==> config.mk <==
export PLATFORM = sky130hd
export DESIGN_NAME = vga_display
export DESIGN_NICKNAME = d
export VERILOG_FILES = /design/src/hdl/vga_pkg.sv /design/src/hdl/cam_pkg.sv /design/src/hdl/vga_display.sv
export VERILOG_INCLUDE_DIRS = /design/src /design/src/hdl
export SDC_FILE = /design/constraint.sdc
export NUM_CORES = 1
export LEC_CHECK = 0
export ABC_AREA = 0
export BUFFER_PORTS_ARGS = -buffer_cell sky130_fd_sc_hd__buf_2
export CAP_MARGIN = 15
export CORE_MARGIN = 4
export CORE_UTILIZATION = 25
export DETAILED_ROUTE_END_ITERATION = 7
export MAX_ROUTING_LAYER = met4
export PLACE_DENSITY = 0.58
export SKIP_CTS_REPAIR_TIMING = 1
export SLEW_MARGIN = 20
export SYNTH_ARGS = -nofsm -noshare
export SYNTH_HDL_FRONTEND = slang
export SYNTH_SLANG_ARGS = --single-unit
==> constraint.sdc <==
create_clock -name clk -period 5.5 [get_ports clk]
set_clock_uncertainty 0.15 [all_clocks]
set_input_delay 1.65 -clock clk [delete_from_list [all_inputs] [get_ports clk]]
set_output_delay 1.65 -clock clk [all_outputs]
set_load 0.005 [all_outputs]
==> src/hdl/ov_cfg.svh <==
// configuration macros for the ov7670 capture and vga display project
`ifndef OV_CFG_SVH
`define OV_CFG_SVH

// captured image, qqvga halved
`define IMG_COLS      80
`define IMG_ROWS      60
`define IMG_PXLS      (`IMG_COLS * `IMG_ROWS)   // frame buffer words
`define NB_ADDR       13                        // 4800 words fit in 2^13
`define NB_PXL        12                        // rgb444 word

// horizontal timing in pixels
`define H_VISIBLE     640
`define H_FPORCH      16
`define H_SYNC        96
`define H_BPORCH      48
`define H_TOTAL       (`H_VISIBLE + `H_FPORCH + `H_SYNC + `H_BPORCH)

// vertical timing in lines
`define V_VISIBLE     480
`define V_FPORCH      10
`define V_SYNC        2
`define V_BPORCH      33
`define V_TOTAL       (`V_VISIBLE + `V_FPORCH + `V_SYNC + `V_BPORCH)

`define CLKS_PER_PXL  4     // clk runs at four times the pixel rate

`define NB_COL        10    // up to 800 columns
`define NB_ROW        10    // up to 525 rows

`endif
==> src/hdl/vga_pkg.sv <==
// display side types for vga timing and the colour output bundle
`include "ov_cfg.svh"

package vga_pkg;

  // timing from vga_sync, all fields registered
  typedef struct packed {
    logic               visible;  // inside 640x480
    logic               new_pxl;  // one clk in four
    logic               hsync;    // active low
    logic               vsync;    // active low
    logic [`NB_COL-1:0] col;
    logic [`NB_ROW-1:0] row;
  } vga_timing_t;

  // what goes out to the monitor
  typedef struct packed {
    logic [3:0] red;
    logic [3:0] green;
    logic [3:0] blue;
    logic       hsync;
    logic       vsync;
    logic       de;     // data enable, delayed visible
  } vga_out_t;

endpackage

==> src/hdl/cam_pkg.sv <==
// camera side types for pixel data, buffer writes and the capture fsm
`include "ov_cfg.svh"

package cam_pkg;

  // one buffer word, red in the top nibble
  typedef struct packed {
    logic [3:0] red;
    logic [3:0] green;
    logic [3:0] blue;
  } rgb444_t;

  // write port of the frame buffer, driven by capture
  typedef struct packed {
    logic                we;
    logic [`NB_ADDR-1:0] addr;
    rgb444_t             data;
  } buf_wr_t;

  // capture fsm
  //   wait_frame  hold until vsync drops
  //   byte_hi     expecting the byte with red
  //   byte_lo     expecting the byte with green and blue
  typedef enum logic [1:0] {
    wait_frame,
    byte_hi,
    byte_lo
  } cap_state_t;

endpackage

==> src/hdl/vga_display.sv <==
// vga display that reads the frame buffer at the beam position and drives colour
`include "ov_cfg.svh"

module vga_display (
  input  logic                 clk,
  input  logic                 rst_n,
  input  vga_pkg::vga_timing_t tim,
  output logic [`NB_ADDR-1:0]  rd_addr,
  input  cam_pkg::rgb444_t     rd_pxl,
  output vga_pkg::vga_out_t    vout
);

  logic in_img;     // beam inside the 80x60 picture
  logic in_img_d;
  logic vis_d;
  logic hs_d;
  logic vs_d;

  assign in_img = (tim.col < `IMG_COLS) && (tim.row < `IMG_ROWS);

  // picture sits 1:1 in the top left corner
  assign rd_addr = in_img ? `NB_ADDR'(tim.row * `IMG_COLS + tim.col) : '0;

  // first stage, wait for the buffer read
  always_ff @(posedge clk or negedge rst_n) begin
    if (!rst_n) begin
      in_img_d <= 1'b0;
      vis_d    <= 1'b0;
      hs_d     <= 1'b1;
      vs_d     <= 1'b1;
    end else begin
      in_img_d <= in_img;
      vis_d    <= tim.visible;
      hs_d     <= tim.hsync;
      vs_d     <= tim.vsync;
    end
  end

  // second stage, output register
  always_ff @(posedge clk or negedge rst_n) begin
    if (!rst_n) begin
      vout.red   <= '0;
      vout.green <= '0;
      vout.blue  <= '0;
      vout.hsync <= 1'b1;
      vout.vsync <= 1'b1;
      vout.de    <= 1'b0;
    end else begin
      if (in_img_d && vis_d) begin
        vout.red   <= rd_pxl.red;
        vout.green <= rd_pxl.green;
        vout.blue  <= rd_pxl.blue;
      end else begin          // black border and blanking
        vout.red   <= '0;
        vout.green <= '0;
        vout.blue  <= '0;
      end
      vout.hsync <= hs_d;
      vout.vsync <= vs_d;
      vout.de    <= vis_d;
    end
  end

endmodule

==> results of run 1 <==
-- cells by family (layout without fill, tap and decap cells) --
family | after synthesis | count (layout) | synth area share, %
XOR/XNOR | 10 | 10 | 7.84
AND/OR/NAND/NOR | 37 | 37 | 17.8
adder cells (fa/ha/maj) | 19 | 19 | 20.8
buffers and inverters | 8 | 83 | 2.47
AO/OA/AOI/OAI | 20 | 20 | 11.4
flip-flops | 19 | 19 | 39.6
-- cells in the final DEF (no fill, tap or decap), drive strengths merged, types with 3 or more instances in the layout --
cell type,n
dfrtp,15
xnor2,7
clkbuf,4
a211oi,3
buf,73
nor3,3
inv,6
xor2,3
and2,5
a21oi,5
o21ai,6
and3,12
dfstp,4
ha,17
nor2,8
-- critical path: stages --
cell and delay [ns]:
buf_8 0.10, ha_4 0.23, ha_4 0.16, fa_2 0.56, ha_4 0.21, o21a_1 0.10, o31a_2 0.13, o21ai_4 0.17
buf_4 0.13, a21oi_2 0.05, nor3b_1 0.16, buf_2 0.14
-- flip-flops by register name, indices dropped and copies added (netlist names) --
register / cells
in_img_d: 1
vs_d: 1
vout: 15
vis_d: 1
hs_d: 1
-- per-layer routing --
layer,up-vias,part of all wire [%],global-route usage [%]
li1,547,-,-
met1,480,42,11.8
met2,48,49,16.4
met3,0,9.2,1.62
met4,0,0,0.534
met5,-,0,-
-- power by group --
part / leakage, nW / switching [mW] / internal [mW]
clock network: 0.0228 / 0.0369 / 0.0511
registers: 0.247 / 0.00144 / 0.143
logic: 0.727 / 0.0654 / 0.0748
total: 0.996 / 0.104 / 0.269
-- stage by stage --
stage          hold WS [ns]  utilization (%)  setup slack (ns)  TNS [ns]
6_report              0.206             38.7           -0.0937    -0.150
5_1_grt               0.211             38.7            -0.203    -0.499
4_1_cts               0.207             36.2            -0.226    -0.468
3_5_place_dp          0.198             35.2            -0.228    -0.469
3_3_place_gp          0.196             35.2            -0.220    -0.439
2_1_floorplan         0.195                -            0.0536         0
-- area by class of cell --
| class | count | area [um2] |
|---|---|---|
| repair buffers | 73 | 404 |
| multi-input cells | 86 | 792 |
| inverters | 6 | 22.5 |
| clock buffers | 4 | 45.0 |
| well taps | 67 | 83.8 |
| flip-flops and latches | 19 | 480 |
| fillers | 470 | 2900 |
-- final timing paths --
kind                       startpoint     endpoint  slack [ns]  depth (start not counted)
min reg2reg                      vs_d      vout[1]        0.21                          0
max reg2reg                     vis_d      vout[3]        4.54                          1
max                            tim[3]  rd_addr[10]       -0.09                         12
min                              vs_d      vout[1]        0.21                          0
max in group asynchronous       rst_n      vout[1]        3.71                          1
min in group asynchronous       rst_n      vout[0]        1.18                          1
==> flow_summary.toml, run 1 <==
[status]
status = "finished with violations"
violations = "negative setup slack"

[job]
cap_viol_max_count = 0

[yosys]
yosysTopAreaCellShare_pct = 30.9
synth_commonest_cells = "ha_1 (17), dfrtp_1 (15), and3_1 (12)"
synth_edf_count = 0
async_reset_ff_share_pct = 100
yosysTopAreaCell = "dfrtp_1"
synthTopCellsByArea = "dfrtp_1 (31%), ha_1 (18%), dfstp_2 (8.7%)"
synth-seq-cells = 19
syn_area_per_cell_um2 = 10.7
synthFlopType = "dfrtp_1"
syn-cell-area_um2 = 1210
netlist_instances = 113
synth_cell_types = 31
ys_seq_area_share_pct = 39.6
yosysWarningCount = 0
synth_most_common_cell = "ha_1"
syn-num-nets = 170

[floorplanning]
pin_count = 66
core_area_um2 = 4720
dieArea_um2 = 6030
start_util_pct = 25.7
die_w_um = 77.7
die_h_um = 77.7
rows = 25

[timing]
setup_ws_ns = -0.0937
hold_viol = 0
worstMarginPinSlew_ns = 0.422
setup_viol = 2
slew_violations = 0
timing.final.crit_share_pct = 102
max_freq_ghz = 0.179
rsz0062_at_grt = "true"
max-slew-margin-rel_pct = 71.8
min_period_ns = 5.59

[pwr]
p_per_area_nw_per_um2 = 204
ir_drop_v = 0.0000642
p_leak_nw = 0.996
power_mw = 0.373

[critical_path]
critical_path_arrival_ns = 3.79
critPathKind = "in -> out"
setup.worst_path.end_class = "output pin"
worstPathRequired_ns = 3.70
path_max_fanout = 2
startpoint_type = "input port"

[placement]
io_buffers = 64
placed_cell_area_um2 = 1660
dp.cells = 249
dp.final_hpwl_mm = 2.34
globalplace.congestion = 0.763

[global_routing]
grt_pass1_wl_mm = 4.67
grt_pass1_vias = 1122
grt_overflow = 0
grt_start_max_net_pins = 20
grt_util_all_layers_pct = 9.34
antenna_found_initial = 0

[finish]
drive_gt1_share_pct = 50.5
syn2layout_area_growth_pct = 50.6
layout.cells.non_filler = 255
fin_area_um2 = 1830
num_antenna_cells = 0
final_nets = 246

[clocking]
htreeDepth = 1
clock_sinks = 19
cts_buffers = 3
cts_tree = "built"
insertion_delay_ns = 0.24
cts_root_buf = "clkbuf_8"
cts_buffer_depth = 2
path_clk_slew_ns = 0.06

[drt]
ant_nets = 0
num_vias = 1075
drc = 0
viasPerCell = 4.22
wl_per_cell_um = 11.0
routed_wl_mm = 2.81
drtIter0Drc = 17
dr.pass1.iters = 4

[worst_hold_path]
hold_path_class = "reg -> reg"
No activity file was read; power rests on OpenSTA's default activity.
==> run 2: changes to the inputs <==
--- a/config.mk
+++ b/config.mk
@@ -6,14 +6,14 @@
 export SDC_FILE = /design/constraint.sdc
 export NUM_CORES = 1
 export LEC_CHECK = 0
-export ABC_AREA = 0
+export ABC_AREA = 1
 export BUFFER_PORTS_ARGS = -buffer_cell sky130_fd_sc_hd__buf_2
 export CAP_MARGIN = 15
 export CORE_MARGIN = 4
 export CORE_UTILIZATION = 25
 export DETAILED_ROUTE_END_ITERATION = 7
 export MAX_ROUTING_LAYER = met4
-export PLACE_DENSITY = 0.58
+export PLACE_DENSITY = 0.57
 export SKIP_CTS_REPAIR_TIMING = 1
 export SLEW_MARGIN = 20
 export SYNTH_ARGS = -nofsm -noshare
==> run 2 against run 1 <==
The run still ends with negative setup slack left. Clock power grew 2.8%. Via count grew 24%. Utilization shrank 0.96 points. Sequential cell count is the same. Global-route usage shrank 0.15 points. Maximum frequency grew 0.92%. Wire length grew 7.9%. Cell area grew 7.5%. Largest power group unchanged.
==> flow_summary.toml, run 2 <==
[status]
status = "finished with violations"
violations = "negative setup slack"

[floorplanning]
rows = 26
core_area_um2 = 5200
dieArea_um2 = 6730
pin_count = 66
die_w_um = 82.0
start_util_pct = 26.3
die_h_um = 82.0

[clocking]
cts_root_buf = "clkbuf_8"
clock_sinks = 19
cts_tree = "built"
cts_buffers = 3
cts_buffer_depth = 2
insertion_delay_ns = 0.25
htreeDepth = 1
path_clk_slew_ns = 0.06

[pwr]
p_leak_nw = 1.20
p_per_area_nw_per_um2 = 188
clkPwrFrac_pct = 24.6
switchingPower_mw = 0.114
power_mw = 0.369
combPwrFrac_pct = 36.4
p_int_mw = 0.255
pwr-share-seq_pct = 39.0
p_sw_share_pct = 30.8
ir_drop_v = 0.0000669

[yosys]
netlist_instances = 178
ys_seq_area_share_pct = 35.1
yosysTopAreaCellShare_pct = 27.4
synthTopCellsByArea = "dfrtp_1 (27%), ha_1 (16%), inv_1 (9.6%)"
synth_edf_count = 0
async_reset_ff_share_pct = 100
yosysWarningCount = 0
synth-seq-cells = 19
synth_cell_types = 24
syn_area_per_cell_um2 = 7.70
synthFlopType = "dfrtp_1"
yosysTopAreaCell = "dfrtp_1"
synth_commonest_cells = "inv_1 (35), nand2_1 (35), nor2_1 (24)"
syn-num-nets = 235
syn-cell-area_um2 = 1370

[drt]
routed_wl_mm = 3.03
drc = 0
wl_per_cell_um = 9.33
num_vias = 1333
dr.pass1.iters = 4
drtIter0Drc = 42
viasPerCell = 4.10
ant_nets = 0

[timing]
worstMarginPinSlew_ns = 0.389
timing.hold.ws_ns = 0.206
rsz0062_at_grt = "true"
max-slew-margin-rel_pct = 74.1
timing.final.crit_share_pct = 101
setup_viol = 2
setup_ws_ns = -0.0429
fin_tns_setup_ns = -0.0836
hold_viol = 0
slew_violations = 0
min_period_ns = 5.54
max_freq_ghz = 0.180

[finish]
fin_area_um2 = 1960
largest_register = "vout"
final_common_cell = "buf_2"
drive_gt1_share_pct = 41.6
layout.cells.non_filler = 325
largest_register_ffs = 15
final_nets = 313
final_cell_mix = "buf_2 (62), nand2_1 (35), inv_1 (34)"
num_antenna_cells = 0
syn2layout_area_growth_pct = 43.4
nFillCells = 565

[placement]
placed_cell_area_um2 = 1840
dp.cells = 320
dp.final_hpwl_mm = 2.62
io_buffers = 64
globalplace.congestion = 0.796

[global_routing]
grt_start_max_net_pins = 20
grt_overflow = 0
antenna_found_initial = 0
grt_pass1_vias = 1177
grt_pass1_wl_mm = 4.84
grt_util_all_layers_pct = 9.19

[critical_path]
startpoint_type = "input port"
setup.worst_path.end_class = "output pin"
path_max_fanout = 3
critical_path_arrival_ns = 3.74
worstPathRequired_ns = 3.70
critPathKind = "in -> out"

[worst_hold_path]
hold_path_class = "reg -> reg"

[job]
cap_viol_max_count = 0
run 2: cell types whose count changed after synthesis, moves of 5 or more:
cell	previous run	this run
nand3_1	1	10
and2_1	5	0
xnor2_1	6	0
nor2_1	7	24
nand2_1	1	35
inv_1	6	35
nand2_2	0	5
and3_1	12	0
run 2: kinds of logic after synthesis:
kind of cell,after synthesis,share of synthesized area (%)
AOI/OAI and AO/OA,16,6.21
adders and majority gates,19,18.4
and+or+nand+nor,82,28.3
xor gates and xnor gates,1,0.639
buffers and inverters,41,11.3
DFF,19,35.1
run 2: worst paths after layout:
check	startpoint	to	slack (ns)	cells after the start
max reg2reg	vis_d	vout[13]	4.46	2
max in group asynchronous	rst_n	vs_d	3.72	1
min	hs_d	vout[2]	0.21	0
max	tim[3]	rd_addr[10]	-0.04	11
min reg2reg	hs_d	vout[2]	0.21	0
min in group asynchronous	rst_n	vout[11]	1.17	1
run 2: through the flow:
| stage | util (%) | worst slack, ns |
|---|---|---|
| 3_5_place_dp | 35.4 | -0.234 |
| 6_report | 37.7 | -0.0429 |
| 3_3_place_gp | 35.4 | -0.241 |
| 2_1_floorplan | - | 0.119 |
| 5_1_grt | 37.7 | -0.187 |
| 4_1_cts | 36.3 | -0.252 |
run 2: worst max-delay path, stage by stage:
cell,delay (ns)
buf_8,0.10
ha_4,0.23
ha_4,0.16
fa_2,0.39
xor2_1,0.17
ha_1,0.32
a21oi_1,0.19
nand3_2,0.13
a21oi_1,0.16
o21a_1,0.14
buf_2,0.11
run 2: power groups by stage:
stage / registers (mW) / logic (mW) / clock network (mW)
6_report: 0.144 / 0.134 / 0.0906
5_1_grt: 0.144 / 0.157 / 0.103
4_1_cts: 0.144 / 0.127 / 0.0957
3_5_place_dp: 0.147 / 0.126 / 0
3_3_place_gp: 0.146 / 0.125 / 0
2_1_floorplan: 0.147 / 0.0779 / 0
run 2: routing by layer:
| metal | routed length [um] | global-route usage [%] |
|---|---|---|
| met5 | 0 | - |
| met4 | 24 | 2.49 |
| met3 | 316 | 1.43 |
| met2 | 1410 | 16.0 |
| met1 | 1280 | 11.0 |
run 2: cell type report:
class	instances	area, um2	share of cell area (%)
multi-input cells	118	787	40.1
flip-flops and latches	19	480	24.5
repair buffers	74	412	21.0
inverters	40	151	7.71
well taps	70	87.6	4.46
clock buffers	3	41.3	2.10
clock inverters	1	5.00	0.255
==> run 3: changes to the inputs <==
--- a/config.mk
+++ b/config.mk
@@ -12,6 +12,7 @@
 export CORE_MARGIN = 4
 export CORE_UTILIZATION = 25
 export DETAILED_ROUTE_END_ITERATION = 7
+export GPL_TIMING_DRIVEN = 0
 export MAX_ROUTING_LAYER = met4
 export PLACE_DENSITY = 0.57
 export SKIP_CTS_REPAIR_TIMING = 1
==> run 3 against run 2 <==
The flow still finishes with violations (negative setup slack). Sequential share of layout area rose by 0.32 points. Power fell by 1.3%. Clock power rose by 0.9%. Count of clock-buffer cells in the layout did not move. Sequential power barely moved. Critical endpoint is now rd_addr[12]. Largest cell class unchanged. Largest power group unchanged.
==> flow_summary.toml, run 3 (synthesis gave the netlist of run 2 again) <==
[drt]
viasPerCell = 4.08
drc = 0
num_vias = 1297
ant_nets = 0
routed_wl_mm = 2.95
wl_per_cell_um = 9.28
dr.pass1.iters = 4
drtIter0Drc = 11

[placement]
post-place-ws_ns = -0.316
globalplace.congestion = 0.796
io_buffers = 64
dp.final_hpwl_mm = 2.53

[finish]
syn2layout_area_growth_pct = 41.6
nFillCells = 557
num_antenna_cells = 0
seqCellArea_um2 = 480
final_common_cell = "buf_2"
drive_gt1_share_pct = 40.7
final_nets = 306
multiInputGateArea_um2 = 818
largest_register = "vout"
final_cell_mix = "buf_2 (62), inv_1 (35), nand2_1 (34)"
largest_register_ffs = 15

[clocking]
cts_root_buf = "clkbuf_8"
insertion_delay_ns = 0.25
path_clk_slew_ns = 0.07
cts_buffers = 3
clock_sinks = 19
htreeDepth = 1
cts_buffer_depth = 2
cts_tree = "built"

[global_routing]
antenna_found_initial = 0
grt_overflow = 0
grt_start_max_net_pins = 20
grt_util_all_layers_pct = 9.01
grt_pass1_vias = 1176
grt_pass1_wl_mm = 4.74

[floorplanning]
pin_count = 66
start_util_pct = 26.3
die_w_um = 82.0
die_h_um = 82.0
dieArea_um2 = 6730
core_area_um2 = 5200
rows = 26

[pwr]
power_mw = 0.364
ir_drop_v = 0.0000727
p_per_area_nw_per_um2 = 188
p_sw_share_pct = 31.5
combPwrFrac_pct = 35.4
pwr-share-seq_pct = 39.5
clkPwrFrac_pct = 25.1
p_leak_nw = 1.16
switchingPower_mw = 0.115
p_int_mw = 0.250

[timing]
max_freq_ghz = 0.180
timing.hold.ws_ns = 0.207
worstMarginPinSlew_ns = 0.419
max-slew-margin-rel_pct = 72.1
slew_violations = 0
fin_tns_setup_ns = -0.0924
setup_ws_ns = -0.0698
setup_viol = 2
min_period_ns = 5.57
timing.final.crit_share_pct = 101
rsz0062_at_grt = "true"
hold_viol = 0

[critical_path]
crit_family = "adder cells"
path_buf_inv = 3
setup.worst_path.end_class = "output pin"
crit_path_cell_trace = "buf_8 > ha_4 > ha_4 > fa_2 > xor2_1 > ha_1 > nand2_1 > inv_1 > nand4_1 > nand3_2 > nand3_2 > nand2_1 > nand2_1 > nor2_2 > buf_2"
crit_slowest_cell = "fa_2"
critical_path_arrival_ns = 3.77
crit_path_max_incr_delay_ns = 0.36
critPathKind = "in -> out"
startpoint_type = "input port"
crit_top_cell = "nand2_1"
path_max_fanout = 5
worstPathRequired_ns = 3.70

[status]
status = "finished with violations"
violations = "negative setup slack"

[job]
cap_viol_max_count = 0

[worst_hold_path]
hold_path_class = "reg -> reg"
run 3: cell types whose count changed in the layout (fill, tap and decap cells not counted), sizes merged:
cell / before / now
buf: 74 / 66
clkbuf: 3 / 4
run 3: layout make-up:
type / count / area share [%]
Inverter: 40 / 7.81
Timing Repair Buffer: 66 / 18.1
Buffer: 1 / 0.194
Clock inverter: 1 / 0.258
Multi-Input combinational cell: 118 / 42.2
Tap cell: 70 / 4.52
Sequential cell: 19 / 24.8
Clock buffer: 3 / 2.13
run 3: final timing paths:
check,start,endpoint,slack (ns),cells past startpoint
setup reg to reg,vis_d,vout[13],4.31,3
min in group asynchronous,rst_n,vout[4],1.17,1
hold / removal,hs_d,vout[2],0.21,0
setup / recovery,tim[3],rd_addr[12],-0.07,15
hold reg to reg,hs_d,vout[2],0.21,0
max in group asynchronous,rst_n,hs_d,3.71,1
run 3: power by group through the flow:
| stage | Clock [mW] | Combinational, mW | Sequential (mW) |
|---|---|---|---|
| 4_1_cts | 0.0957 | 0.114 | 0.144 |
| 3_5_place_dp | 0 | 0.113 | 0.146 |
| 3_3_place_gp | 0 | 0.112 | 0.146 |
| 2_1_floorplan | 0 | 0.0779 | 0.147 |
| 5_1_grt | 0.102 | 0.150 | 0.144 |
| 6_report | 0.0914 | 0.129 | 0.144 |
run 3: through the flow:
stage | cell area (um2) | cells | utilization, %
after floorplan | 1370 | 178 | -
after global placement | 1780 | 312 | 34.2
after detailed placement | 1780 | 312 | 34.2
after CTS | 1820 | 316 | 35.0
after global routing | 1940 | 318 | 37.3
final | 1940 | 318 | 37.3
run 3: layer usage:
metal | GRT usage, % | up-vias | part of all wire, %
met5 | - | - | 0
met4 | 2.49 | 0 | 1.8
met3 | 2.08 | 6 | 9.6
met2 | 16.2 | 52 | 47
met1 | 9.87 | 548 | 42
li1 | - | 691 | -
