<file path="src/hdl/ov_cfg.svh">
// configuration macros for the ov7670 capture and vga display project
`ifndef OV_CFG_SVH
`define OV_CFG_SVH

// captured image, qqvga halved
`define IMG_COLS      80
`define IMG_ROWS      60
`define IMG_PXLS      (`IMG_COLS * `IMG_ROWS)   // frame buffer words
`define NB_ADDR       13                        // 4800 words fit in 2^13
`define NB_PXL        12                        // rgb444 word

// horizontal timing in pixels
`define H_VISIBLE     640
`define H_FPORCH      16
`define H_SYNC        96
`define H_BPORCH      48
`define H_TOTAL       (`H_VISIBLE + `H_FPORCH + `H_SYNC + `H_BPORCH)

// vertical timing in lines
`define V_VISIBLE     480
`define V_FPORCH      10
`define V_SYNC        2
`define V_BPORCH      33
`define V_TOTAL       (`V_VISIBLE + `V_FPORCH + `V_SYNC + `V_BPORCH)

`define CLKS_PER_PXL  4     // clk runs at four times the pixel rate

`define NB_COL        10    // up to 800 columns
`define NB_ROW        10    // up to 525 rows

`endif
</file>
<file path="src/hdl/vga_pkg.sv">
// display side types for vga timing and the colour output bundle
`include "ov_cfg.svh"

package vga_pkg;

  // timing from vga_sync, all fields registered
  typedef struct packed {
    logic               visible;  // inside 640x480
    logic               new_pxl;  // one clk in four
    logic               hsync;    // active low
    logic               vsync;    // active low
    logic [`NB_COL-1:0] col;
    logic [`NB_ROW-1:0] row;
  } vga_timing_t;

  // what goes out to the monitor
  typedef struct packed {
    logic [3:0] red;
    logic [3:0] green;
    logic [3:0] blue;
    logic       hsync;
    logic       vsync;
    logic       de;     // data enable, delayed visible
  } vga_out_t;

endpackage

</file>
<file path="src/hdl/vga_sync.sv">
// vga 640x480 timing generator with pixel tick, counters and sync pulses
`include "ov_cfg.svh"

module vga_sync (
  input  logic                clk,
  input  logic                rst_n,
  output vga_pkg::vga_timing_t tim
);

  localparam int c_nb_div   = $clog2(`CLKS_PER_PXL);
  localparam int c_hs_start = `H_VISIBLE + `H_FPORCH;
  localparam int c_hs_end   = c_hs_start + `H_SYNC;
  localparam int c_vs_start = `V_VISIBLE + `V_FPORCH;
  localparam int c_vs_end   = c_vs_start + `V_SYNC;

  logic [c_nb_div-1:0] div_cnt;
  logic                new_pxl;
  logic [`NB_COL-1:0]  col;
  logic [`NB_COL-1:0]  col_nxt;
  logic [`NB_ROW-1:0]  row;
  logic [`NB_ROW-1:0]  row_nxt;
  logic                hsync;
  logic                vsync;
  logic                visible;

  // position after the next pixel tick
  always_comb begin
    col_nxt = col + 1'b1;
    row_nxt = row;
    if (col == `H_TOTAL - 1) begin
      col_nxt = '0;
      row_nxt = (row == `V_TOTAL - 1) ? '0 : row + 1'b1;
    end
  end

  always_ff @(posedge clk or negedge rst_n) begin
    if (!rst_n) begin
      div_cnt <= '0;
      new_pxl <= 1'b0;
      col     <= `NB_COL'(`H_TOTAL - 1);  // first tick lands on 0,0
      row     <= `NB_ROW'(`V_TOTAL - 1);
      hsync   <= 1'b1;
      vsync   <= 1'b1;
      visible <= 1'b0;
    end else begin
      div_cnt <= (div_cnt == `CLKS_PER_PXL - 1) ? '0 : div_cnt + 1'b1;
      new_pxl <= (div_cnt == `CLKS_PER_PXL - 1);
      if (new_pxl) begin
        col     <= col_nxt;
        row     <= row_nxt;
        hsync   <= !((col_nxt >= c_hs_start) && (col_nxt < c_hs_end));
        vsync   <= !((row_nxt >= c_vs_start) && (row_nxt < c_vs_end));
        visible <= (col_nxt < `H_VISIBLE) && (row_nxt < `V_VISIBLE);
      end
    end
  end

  assign tim = '{visible: visible, new_pxl: new_pxl, hsync: hsync,
                 vsync: vsync, col: col, row: row};

  a_col_range: assert property (@(posedge clk) disable iff (!rst_n)
    col < `H_TOTAL)
    else $error("vga col %0d out of range", col);

  a_row_range: assert property (@(posedge clk) disable iff (!rst_n)
    row < `V_TOTAL)
    else $error("vga row %0d out of range", row);

endmodule

</file>
<file path="config.mk">
export PLATFORM = sky130hd
export DESIGN_NAME = vga_sync
export DESIGN_NICKNAME = d
export VERILOG_FILES = /design/src/hdl/vga_pkg.sv /design/src/hdl/vga_sync.sv
export VERILOG_INCLUDE_DIRS = /design/src /design/src/hdl
export SDC_FILE = /design/constraint.sdc
export NUM_CORES = 1
export LEC_CHECK = 0
export BUFFER_PORTS_ARGS = -buffer_cell sky130_fd_sc_hd__buf_2
export CAP_MARGIN = 20
export CORE_ASPECT_RATIO = 0.75
export CORE_MARGIN = 1.5
export CORE_UTILIZATION = 40
export DETAILED_ROUTE_END_ITERATION = 7
export PLACE_DENSITY = 0.59
export SLEW_MARGIN = 20
export SYNTH_ARGS = -nofsm -noshare
export SYNTH_HDL_FRONTEND = slang
export SYNTH_SLANG_ARGS = --single-unit
</file>
<file path="constraint.sdc">
create_clock -name clk -period 2.8 [get_ports clk]
set_input_delay 0.56 -clock clk [delete_from_list [all_inputs] [get_ports clk]]
set_output_delay 0.56 -clock clk [all_outputs]
set_load 0.02 [all_outputs]
</file>
==> summary.txt, run 1 <==
Outcome
  • Status: completed

STA
  • Max Freq: 405 MHz
  • Post-Route Skew: 0.00437 ns
  • Final period utilization: 88.2%
  • Slew Limit Headroom: 61.1%
  • Post-layout min period: 2.47 ns
  • RSZ-0062 raised after global routing: no
  • TNS Setup: 0 ns
  • Final hold viol count: 0
  • Endpoints failing setup: 0
  • Worst-Margin Slew: 0.584 ns
  • Fin. max-slew vios: 0

Job
  • Max cap viols: 0

Route
  • First drt pass iteration count: 4
  • Mean routed wirelength per cell: 14.8 um
  • Routed Antenna Nets: 0
  • Wirelength, routed: 3790 um
  • Via count: 1431
  • Via/cell ratio: 5.59
  • Iteration-0 DRC Markers: 76
  • Post-route DRC: 0

GRT
  • First-pass GRT wire length: 6310 um
  • Antenna violations before repair: 0
  • Pin count of the biggest net entering global routing: 27
  • Number of global-route vias before repair: 1264
  • Total global routing overflow: 0
  • Total GRT Usage: 17.6%

Synth
  • Syn Nets: 190
  • Cells after Synth: 183
  • Synth area leaders: dfrtp_1 21%, dfstp_2 19%, o21ai_0 4.7%
  • Synth cell types: 49
  • Syn. warnings: 0
  • Async set or reset register ratio after synthesis: 100%
  • Post-synth EDFFs: 0
  • Commonest cells in the netlist: 18 x nand2_1, 16 x o21ai_0, 14 x dfrtp_1
  • Ys flop type: dfrtp_1
  • Post-synthesis sequential area ratio: 39.2%
  • Cell with the most instances after synthesis: nand2_1
  • Synth top area share: 20.6%
  • Mapped cell area: 1700 um^2
  • Avg Synthesized Cell Area: 9.27 um^2
  • Number of synthesized register bits: 26
  • Post-synth top area cell: dfrtp_1

Worst setup path
  • Critical path cell sequence: ha_1, nand4_4, or3_1, or4_4, a22oi_2, o41ai_2
  • Req. time, crit path: 2.96 ns
  • Critical Path Start: col[0]$_DFFE_PN1P_
  • Crit Path Class: reg2reg
  • R2R Setup Slk: 0.33 ns
  • WP data arrival: 2.63 ns
  • Crit end category: flop
  • Crit Path Max Fanout: 7
  • Slowest stage delay, CP: 0.61 ns
  • Startpoint types: flop
  • Critical path's slowest cell: dfstp_2
  • Worst r2r src: col[0]$_DFFE_PN1P_

Placed design
  • DP HPWL: 2720 um
  • Gpl congestion: 0.889
  • Buffers on Ports: 25

Clock tree
  • Clock Sinks: 26
  • Hold Buf Count CTS: 0
  • CTS tree: built
  • H-tree levels: 1
  • Root buffer cell: clkbuf_8
  • Worst skew pair latency: 0.27 ns
  • Deepest clock path buffer count: 2
  • TritonCTS Buffers: 3
  • PostCTS Resize Cnt: 0
  • Worst-path clk slew: 0.09 ns
  • Post-CTS Setup Inserts: 0

Layout
  • Area grow syn2layout: 12.6%
  • Final Util: 47.1%
  • N_diodes: 0
  • Fraction of layout cells with a size suffix above 1: 27.4%
  • Fillcell total: 417
  • Sequential cell area: 666 um^2
  • Nets: 209
  • Multi-input gate area: 938 um^2

Power
  • Leakage: 0.751 nW
  • Power Density: 364 nW/um^2
  • Maximum vdd drop: 284 uV

Die
  • Initial Util: 41.9%
  • Die Ht: 59.4 um
  • Core area: 4050 um^2
  • Die footprint: 4650 um^2
  • Die width: 78.2 um
  • Row cnt: 20
  • Ports: 26

Hold path
  • Hold WC Path Type: in2async
[final cells by class]
type,count,area share (%)
Sequential cell,26,34.8
Clock buffer,3,2.16
Inverter,5,0.982
Clock inverter,1,1.57
Multi-Input combinational cell,138,49.1
Tap cell,55,3.60
Timing Repair Buffer,28,7.73
[worst paths after layout]
| path | endpoint | cells after the start |
|---|---|---|
| max | visible$_DFFE_PN0P_ | 6 |
| min | row[7]$_DFFE_PN0P_ | 1 |
| max reg2reg | visible$_DFFE_PN0P_ | 6 |
| min reg2reg | div_cnt[0]$_DFF_PN0_ | 1 |
| max in group asynchronous | new_pxl$_DFF_PN0_ | 1 |
| min in group clk | div_cnt[0]$_DFF_PN0_ | 1 |
[cells by family (layout without fill, tap and decap cells)]
family,count (synthesis),in the layout,synth area share (%)
AND/OR/NAND/NOR,77,77,26.3
AO/OA/AOI/OAI,41,41,17.0
flip-flops,26,26,39.2
buffers and inverters,19,37,5.46
XOR/XNOR,10,10,5.16
adder cells (fa/ha/maj),5,5,3.69
multiplexers,5,5,3.17
[placed cells by master (no fill, tap or decap), types with 2 or more instances in the layout]
cell      synthesis  final
and3_1            5      5
buf_4             4      3
mux2_2            3      3
o21ai_0          16     16
a31oi_1           2      2
nor2_1           13     13
inv_1             5      5
dfrtp_1          14     14
o31a_1            2      2
nand3_1          10     10
buf_2             5     25
clkbuf_8          0      3
nor4_1            2      2
mux2i_1           2      2
or3_1             3      3
ha_1              5      5
xor2_1            2      2
nand2_1          18     18
and4_1            2      2
a21oi_1           2      2
o31ai_1           5      5
and2_1            2      2
nor3b_1           2      2
nand4_1           7      7
xnor2_1           8      8
nor3_1            5      5
dfstp_2          12     12
[through the flow]
step | setup WS [ns] | std cells | power (mW) | hold WS, ns | instance area [um^2]
CTS | 0.313 | 256 | 0.710 | 0.293 | 1910
detailed placement | 0.322 | 252 | 0.391 | 0.429 | 1840
global route | 0.236 | 256 | 0.721 | 0.313 | 1910
global placement | 0.396 | 252 | 0.391 | 0.414 | 1840
finish | 0.331 | 256 | 0.695 | 0.273 | 1910
floorplan | 0.374 | 183 | 0.383 | 0.264 | 1700
[power breakdown]
group	leakage (nW)	switching, mW	internal, mW
Sequential	0.311	0	0.376
Combinational	0.404	0.00706	0.000499
Clock	0.0357	0.120	0.191
[registers in the layout, indices dropped and copies added, names as in the netlist]
register	flops
vsync	1
col	10
row	10
visible	1
div_cnt	2
hsync	1
new_pxl	1
[worst max-delay path: cells and delay by family (launching register included)]
family,cells,cell delay (ns)
and+or+nand+nor,3,1.18
DFF,1,0.61
adders and majority gates,1,0.29
AOI/OAI and AO/OA,2,0.28
[routing by layer]
metal | part of all wire [%] | up-vias | GRT usage, %
met3 | 4.5 | 5 | 3.23
li1 | - | 713 | -
met5 | 0 | - | 0
met1 | 52 | 681 | 27.6
met4 | 1.0 | 0 | 5.61
met2 | 43 | 32 | 24.0
(Power assumes the default switching activity.)
==> run 2, diff against run 1 <==
Settings changed: CORE_UTILIZATION 40 to 55, PLACE_DENSITY 0.59 to 0.77, RECOVER_POWER set to 25.
Clock period 2.8 ns to 3 ns, I/O delays scaled along.
==> run 2 against run 1 <==
Flip-flop and latch count stayed put. Cell count is 7.0% lower. Global-route usage is 6.3 points higher. Wire length is 5.3% lower. Clock skew hardly changed. Critical endpoint unchanged.
==> summary.txt, run 2 (synthesis results as in run 1) <==
Layout
  • Fin cells: 238 (was 256)
  • Fillcell total: 256 (was 417)
  • N_diodes: 0 (unchanged)
  • Final Util: 64.1% (was 47.1%)
  • Top flop regs: col: 10 flops, row: 10 flops, div_cnt: 2 flops (unchanged)
  • Fraction of layout cells with a size suffix above 1: 26.5% (was 27.4%)
  • Nets: 208 (was 209)
  • Area grow syn2layout: 10.8% (was 12.6%)
  • Most frequent cells in the layout: 24 x buf_2, 18 x nand2_1, 16 x o21ai_0, 14 x dfrtp_1, 13 x nor2_1 (was 25 x buf_2, 18 x nand2_1, 16 x o21ai_0, 14 x dfrtp_1, 13 x nor2_1)
  • Most common cell after layout, fill and taps aside: buf_2 (unchanged)

GRT
  • Total global routing overflow: 0 (unchanged)
  • Pin count of the biggest net entering global routing: 27 (unchanged)
  • Antenna violations before repair: 0 (unchanged)
  • First-pass GRT wire length: 6260 um (was 6310 um)
  • Number of global-route vias before repair: 1358 (was 1264)
  • Total GRT Usage: 23.8% (was 17.6%)

STA
  • TNS Setup: 0 ns (unchanged)
  • Worst-Margin Slew: 1.34 ns (was 0.584 ns)
  • Final period utilization: 85.8% (was 88.2%)
  • RSZ-0062 raised after global routing: no (unchanged)
  • Post-Route Skew: 0.00486 ns (was 0.00437 ns)
  • Final hold viol count: 0 (unchanged)
  • Slew Limit Headroom: 10.8% (was 61.1%)
  • Post-layout min period: 2.57 ns (was 2.47 ns)
  • Max Freq: 389 MHz (was 405 MHz)
  • Worst setup margin: 0.427 ns (was 0.331 ns)
  • Fin. max-slew vios: 0 (unchanged)
  • WHS: 0.438 ns (was 0.273 ns)
  • Endpoints failing setup: 0 (unchanged)

Die
  • Die width: 67.1 um (was 78.2 um)
  • Die footprint: 3430 um^2 (was 4650 um^2)
  • Row cnt: 17 (was 20)
  • Core area: 2940 um^2 (was 4050 um^2)
  • Die Ht: 51.1 um (was 59.4 um)
  • Ports: 26 (unchanged)
  • Initial Util: 57.8% (was 41.9%)

Worst setup path
  • Reg2reg path depth: 6 (unchanged)
  • Critical path's slowest cell: nor4_1 (was dfstp_2)
  • Startpoint types: flop (unchanged)
  • Slowest stage delay, CP: 0.69 ns (was 0.61 ns)
  • Req. time, crit path: 3.17 ns (was 2.96 ns)
  • Critical path cell sequence: ha_1, nand4_4, nor4_1, mux2i_1, nor2_1, o41ai_2 (was ha_1, nand4_4, or3_1, or4_4, a22oi_2, o41ai_2)
  • R2R Setup Slk: 0.43 ns (was 0.33 ns)
  • Crit Path Class: reg2reg (unchanged)
  • Crit Path Max Fanout: 7 (unchanged)
  • Worst r2r src: col[0]$_DFFE_PN1P_ (unchanged)
  • Buffers & Inverters on Critical Path: 0 (unchanged)
  • Critical Path Start: col[0]$_DFFE_PN1P_ (unchanged)
  • Crit end category: flop (unchanged)
  • Top delay family on crit path: simple AND/OR/NAND/NOR gates (unchanged)
  • WP data arrival: 2.75 ns (was 2.63 ns)
  • R2r endpoint: visible$_DFFE_PN0P_ (unchanged)

Hold path
  • Hold Path Origin: div_cnt[0]$_DFF_PN0_
  • Hold depth: 1
  • Hold Path End: div_cnt[0]$_DFF_PN0_
  • Hold WC Path Type: reg2reg (was in2async)

Clock tree
  • Worst-path clk slew: 0.09 ns (about the same)
  • Hold Buf Count CTS: 0 (unchanged)
  • H-tree levels: 1 (unchanged)
  • Clock Sinks: 26 (unchanged)
  • PostCTS Resize Cnt: 0 (unchanged)
  • Worst skew pair latency: 0.27 ns (about the same)
  • TritonCTS Buffers: 3 (unchanged)
  • CTS tree: built (unchanged)
  • Post-CTS Setup Inserts: 0 (unchanged)
  • Root buffer cell: clkbuf_8 (unchanged)
  • Deepest clock path buffer count: 2 (unchanged)

Route
  • Iteration-0 DRC Markers: 89 (was 76)
  • First drt pass iteration count: 4 (unchanged)
  • Via count: 1445 (was 1431)
  • Routed Antenna Nets: 0 (unchanged)
  • Post-route DRC: 0 (unchanged)
  • Wirelength, routed: 3590 um (was 3790 um)
  • Via/cell ratio: 6.07 (was 5.59)
  • Mean routed wirelength per cell: 15.1 um (was 14.8 um)

Outcome
  • Status: completed (unchanged)

Power
  • Maximum vdd drop: 280 uV (was 284 uV)
  • Leakage: 0.743 nW (was 0.751 nW)
  • Power Density: 344 nW/um^2 (was 364 nW/um^2)

Placed design
  • Setup WS pre-CTS: 0.483 ns (was 0.322 ns)
  • Buffers on Ports: 25 (unchanged)
  • Placed cell count: 234 (was 252)
  • Gpl congestion: 0.892 (was 0.889)
  • DP HPWL: 2640 um (was 2720 um)

Job
  • Max cap viols: 0 (unchanged)
[run 2: cell types whose count changed in the layout (fill, tap and decap cells not counted)]
cell	change
buf_2	-1
buf_4	-1
clkbuf_1	+1
[run 2: power breakdown]
group | total (mW) | switching, mW | internal, mW
Clock | 0.289 | 0.110 | 0.179
Combinational | 0.00655 | 0.00631 | 0.000238
Sequential | 0.351 | 0 | 0.351
[run 2: worst max-delay path by stage]
stage,to,slack [ns],depth (start not counted)
CTS,visible$_DFFE_PN0P_,0.44,6
global route,visible$_DFFE_PN0P_,0.20,6
floorplan,visible$_DFFE_PN0P_,0.57,7
global placement,visible$_DFFE_PN0P_,0.61,6
finish,visible$_DFFE_PN0P_,0.43,6
detailed placement,visible$_DFFE_PN0P_,0.48,6
[run 2: layer usage]
layer | vias to the layer above | global-route usage (%) | wire (um)
met1 | 684 | 33.3 | 1750
li1 | 709 | - | -
met2 | 47 | 37.6 | 1620
met4 | 0 | 5.78 | 26
met3 | 5 | 5.29 | 194
met5 | - | 0 | 0
[run 2: cell type report]
cell class / instances / area (um^2) / share of cell area (%)
Tap cell: 38 / 47.5 / 2.53
Timing Repair Buffer: 27 / 139 / 7.39
Multi-Input combinational cell: 138 / 938 / 49.9
Clock inverter: 1 / 30.0 / 1.60
Sequential cell: 26 / 666 / 35.4
Clock buffer: 3 / 41.3 / 2.20
Inverter: 5 / 18.8 / 0.998
[run 2: per-stage QoR]
| step | instance area (um^2) | power [mW] |
|---|---|---|
| 2_1_floorplan | 1700 | 0.357 |
| 3_3_place_gp | 1810 | 0.365 |
| 3_5_place_dp | 1810 | 0.365 |
| 4_1_cts | 1880 | 0.657 |
| 5_1_grt | 1880 | 0.673 |
| 6_report | 1880 | 0.646 |
==> run 3, diff against run 2 <==
Settings changed: ABC_AREA set to 1.
==> run 3 against run 2 <==
Clock power shrank 21%. Worst hold slack lost 0.0063 ns. Flip-flop and latch count is the same. Via count grew 0.62%. Count of clock-buffer cells in the layout grew 1. Critical path depth grew 6. Worst setup slack gained 0.53 ns. Cell count grew 22%. Synthesized area shrank 0.88%. Critical path type unchanged.
==> summary.txt, run 3 <==
Power
  • Sw Ratio: 20.0% (was 18.0%)
  • Leakage: 0.896 nW (was 0.743 nW)
  • NetSw: 0.117 mW (was 0.116 mW)
  • Sequential power share: 59.9% (was 54.3%)
  • Power Density: 319 nW/um^2 (was 344 nW/um^2)
  • Power Internal: 0.469 mW (was 0.530 mW)
  • Clock share of power: 39.0% (was 44.7%)
  • Maximum vdd drop: 294 uV (was 280 uV)
  • Combinational Power Share: 1.1% (was 1.0%)

Die
  • Die footprint: 3400 um^2 (was 3430 um^2)
  • Die Ht: 50.9 um (was 51.1 um)
  • Core area: 2940 um^2 (unchanged)
  • Die width: 66.9 um (was 67.1 um)
  • Ports: 26 (unchanged)
  • Row cnt: 17 (unchanged)
  • Initial Util: 57.3% (was 57.8%)

Synth
  • Post-synth EDFFs: 0 (unchanged)
  • Cells after Synth: 233 (was 183)
  • Async set or reset register ratio after synthesis: 100% (unchanged)
  • Ys flop type: dfrtp_1 (unchanged)
  • Syn. warnings: 0 (unchanged)
  • Synth area leaders: dfrtp_1 21%, dfstp_2 19%, nand2_1 16% (was dfrtp_1 21%, dfstp_2 19%, o21ai_0 4.7%)
  • Syn Nets: 240 (was 190)
  • Post-synthesis sequential area ratio: 39.6% (was 39.2%)
  • Synth top area share: 20.8% (was 20.6%)
  • Synth cell types: 29 (was 49)
  • Mapped cell area: 1680 um^2 (was 1700 um^2)
  • Cell with the most instances after synthesis: nand2_1 (unchanged)
  • Commonest cells in the netlist: 70 x nand2_1, 30 x nor2_1, 20 x inv_1 (was 18 x nand2_1, 16 x o21ai_0, 14 x dfrtp_1)
  • Number of synthesized register bits: 26 (unchanged)
  • Avg Synthesized Cell Area: 7.22 um^2 (was 9.27 um^2)
  • Post-synth top area cell: dfrtp_1 (unchanged)

Clock tree
  • Worst-path clk slew: 0.09 ns (about the same)
  • Hold Buf Count CTS: 0 (unchanged)
  • CTS tree: built (unchanged)
  • Root buffer cell: clkbuf_8 (unchanged)
  • PostCTS Resize Cnt: 0 (unchanged)
  • TritonCTS Buffers: 3 (unchanged)
  • Worst skew pair latency: 0.27 ns (about the same)
  • H-tree levels: 1 (unchanged)
  • Deepest clock path buffer count: 2 (unchanged)
  • Clock Sinks: 26 (unchanged)
  • Post-CTS Setup Inserts: 0 (unchanged)

Layout
  • N_diodes: 0 (unchanged)
  • Sequential cell area: 666 um^2 (unchanged)
  • Multi-input gate area: 850 um^2 (was 938 um^2)
  • Nets: 260 (was 208)
  • Top flop regs: col: 10 flops, row: 10 flops, div_cnt: 2 flops (unchanged)
  • Most common cell after layout, fill and taps aside: nand2_1 (was buf_2)
  • Fin cells: 290 (was 238)
  • Fillcell total: 271 (was 256)
  • Final Util: 62.7% (was 64.1%)
  • Most frequent cells in the layout: 70 x nand2_1, 30 x nor2_1, 24 x buf_2, 20 x inv_1, 16 x o21ai_0 (was 24 x buf_2, 18 x nand2_1, 16 x o21ai_0, 14 x dfrtp_1, 13 x nor2_1)
  • Fraction of layout cells with a size suffix above 1: 22.6% (was 26.5%)
  • Area grow syn2layout: 9.37% (was 10.8%)

Worst setup path
  • R2r endpoint: vsync$_DFFE_PN1P_ (was visible$_DFFE_PN0P_)
  • Startpoint types: flop (unchanged)
  • Crit Path Class: reg2reg (unchanged)
  • R2R Setup Slk: 0.96 ns (was 0.43 ns)
  • Req. time, crit path: 3.21 ns (was 3.17 ns)
  • Reg2reg path depth: 12 (was 6)
  • Critical Path Start: col[0]$_DFFE_PN1P_ (unchanged)
  • Worst Setup EP: vsync$_DFFE_PN1P_ (was visible$_DFFE_PN0P_)
  • Crit end category: flop (unchanged)
  • Worst r2r src: col[0]$_DFFE_PN1P_ (unchanged)
  • WP data arrival: 2.25 ns (was 2.75 ns)
  • Crit Path Max Fanout: 17 (was 7)

GRT
  • First-pass GRT wire length: 6040 um (was 6260 um)
  • Pin count of the biggest net entering global routing: 27 (unchanged)
  • Antenna violations before repair: 0 (unchanged)
  • Number of global-route vias before repair: 1300 (was 1358)
  • Total GRT Usage: 23.5% (was 23.8%)
  • Total global routing overflow: 0 (unchanged)

STA
  • Final hold viol count: 0 (unchanged)
  • Max Freq: 489 MHz (was 389 MHz)
  • Fin. max-slew vios: 0 (unchanged)
  • WHS: 0.432 ns (was 0.438 ns)
  • Worst-Margin Slew: 1.34 ns (about the same)
  • Post-layout min period: 2.04 ns (was 2.57 ns)
  • Endpoints failing setup: 0 (unchanged)
  • Slew Limit Headroom: 10.5% (was 10.8%)
  • RSZ-0062 raised after global routing: no (unchanged)
  • TNS Setup: 0 ns (unchanged)
  • Final period utilization: 68.1% (was 85.8%)
  • Post-Route Skew: 0.00154 ns (was 0.00486 ns)

Hold path
  • Hold depth: 1 (unchanged)
  • Hold WC Path Type: reg2reg (unchanged)

Route
  • Iteration-0 DRC Markers: 96 (was 89)
  • Mean routed wirelength per cell: 12.1 um (was 15.1 um)
  • First drt pass iteration count: 5 (was 4)
  • Routed Antenna Nets: 0 (unchanged)
  • Via/cell ratio: 5.01 (was 6.07)
  • Wirelength, routed: 3500 um (was 3590 um)
  • Post-route DRC: 0 (unchanged)
  • Via count: 1454 (was 1445)

Placed design
  • Gpl congestion: 0.943 (was 0.892)
  • DP HPWL: 2580 um (was 2640 um)
  • Buffers on Ports: 25 (unchanged)
  • Placed cell count: 286 (was 234)

Job
  • Max cap viols: 0 (unchanged)

Outcome
  • Status: completed (unchanged)
==> run 3: logic make-up after synthesis <==
logic type	synth area share (%)
simple gates	34.1
compound gates	10.1
fa+ha+maj	3.72
flops	39.6
buf+inv	9.90
xor+xnor	2.60
==> run 3: routing by layer <==
| metal | track usage [%] | vias up | part of all wire, % | routed length [um] |
|---|---|---|---|---|
| met1 | 36.1 | 625 | 54 | 1880 |
| met3 | 5.73 | 4 | 5.4 | 189 |
| li1 | - | 774 | - | - |
| met4 | 5.78 | 0 | 0.54 | 19 |
| met2 | 33.3 | 51 | 40 | 1410 |
| met5 | 0 | - | 0 | 0 |
==> run 3: metrics by stage <==
step | power, mW | cell area, um^2 | setup WS, ns
CTS | 0.592 | 1840 | 1.00
finish | 0.586 | 1840 | 0.956
global route | 0.603 | 1840 | 0.798
detailed placement | 0.365 | 1790 | 1.01
floorplan | 0.357 | 1680 | 1.22
global placement | 0.365 | 1790 | 1.05
==> run 3: how the worst min path moves through the flow <==
stage | startpoint | endpoint | slack (ns)
final | div_cnt[0]$_DFF_PN0_ | div_cnt[0]$_DFF_PN0_ | 0.43
after global routing | div_cnt[0]$_DFF_PN0_ | div_cnt[0]$_DFF_PN0_ | 0.45
after CTS | rst_n | row[4]$_DFFE_PN0P_ | 0.33
after detailed placement | div_cnt[0]$_DFF_PN0_ | div_cnt[0]$_DFF_PN0_ | 0.42
after global placement | div_cnt[0]$_DFF_PN0_ | div_cnt[0]$_DFF_PN0_ | 0.42
after floorplan | rst_n | col[5]$_DFFE_PN0P_ | 0.30
==> run 3: power by group through the flow <==
stage	Clock [mW]	Sequential, mW	Combinational, mW
2_1_floorplan	0	0.357	0.000000474
3_3_place_gp	0	0.357	0.00763
3_5_place_dp	0	0.357	0.00763
4_1_cts	0.233	0.351	0.00764
5_1_grt	0.244	0.351	0.00835
6_report	0.228	0.351	0.00657
==> run 3: area by class of cell <==
class,instances,area share (%)
tap,38,2.59
clock buffer,4,2.99
sequential,26,36.2
inverter,26,5.31
multi-input combinational,171,46.2
timing repair buffer,25,6.73
==> run 3: worst max-delay path, cell delays in order (launching register included) <==
cell     delay [ns]
dfstp_2        0.58
ha_1           0.18
nand2_1        0.08
inv_2          0.08
nand2_4        0.06
nor2_8         0.24
nor2_1         0.07
a21oi_1        0.17
nand2_1        0.09
nor2_2         0.13
nand2_1        0.06
nor2_1         0.16
nor2_1         0.06
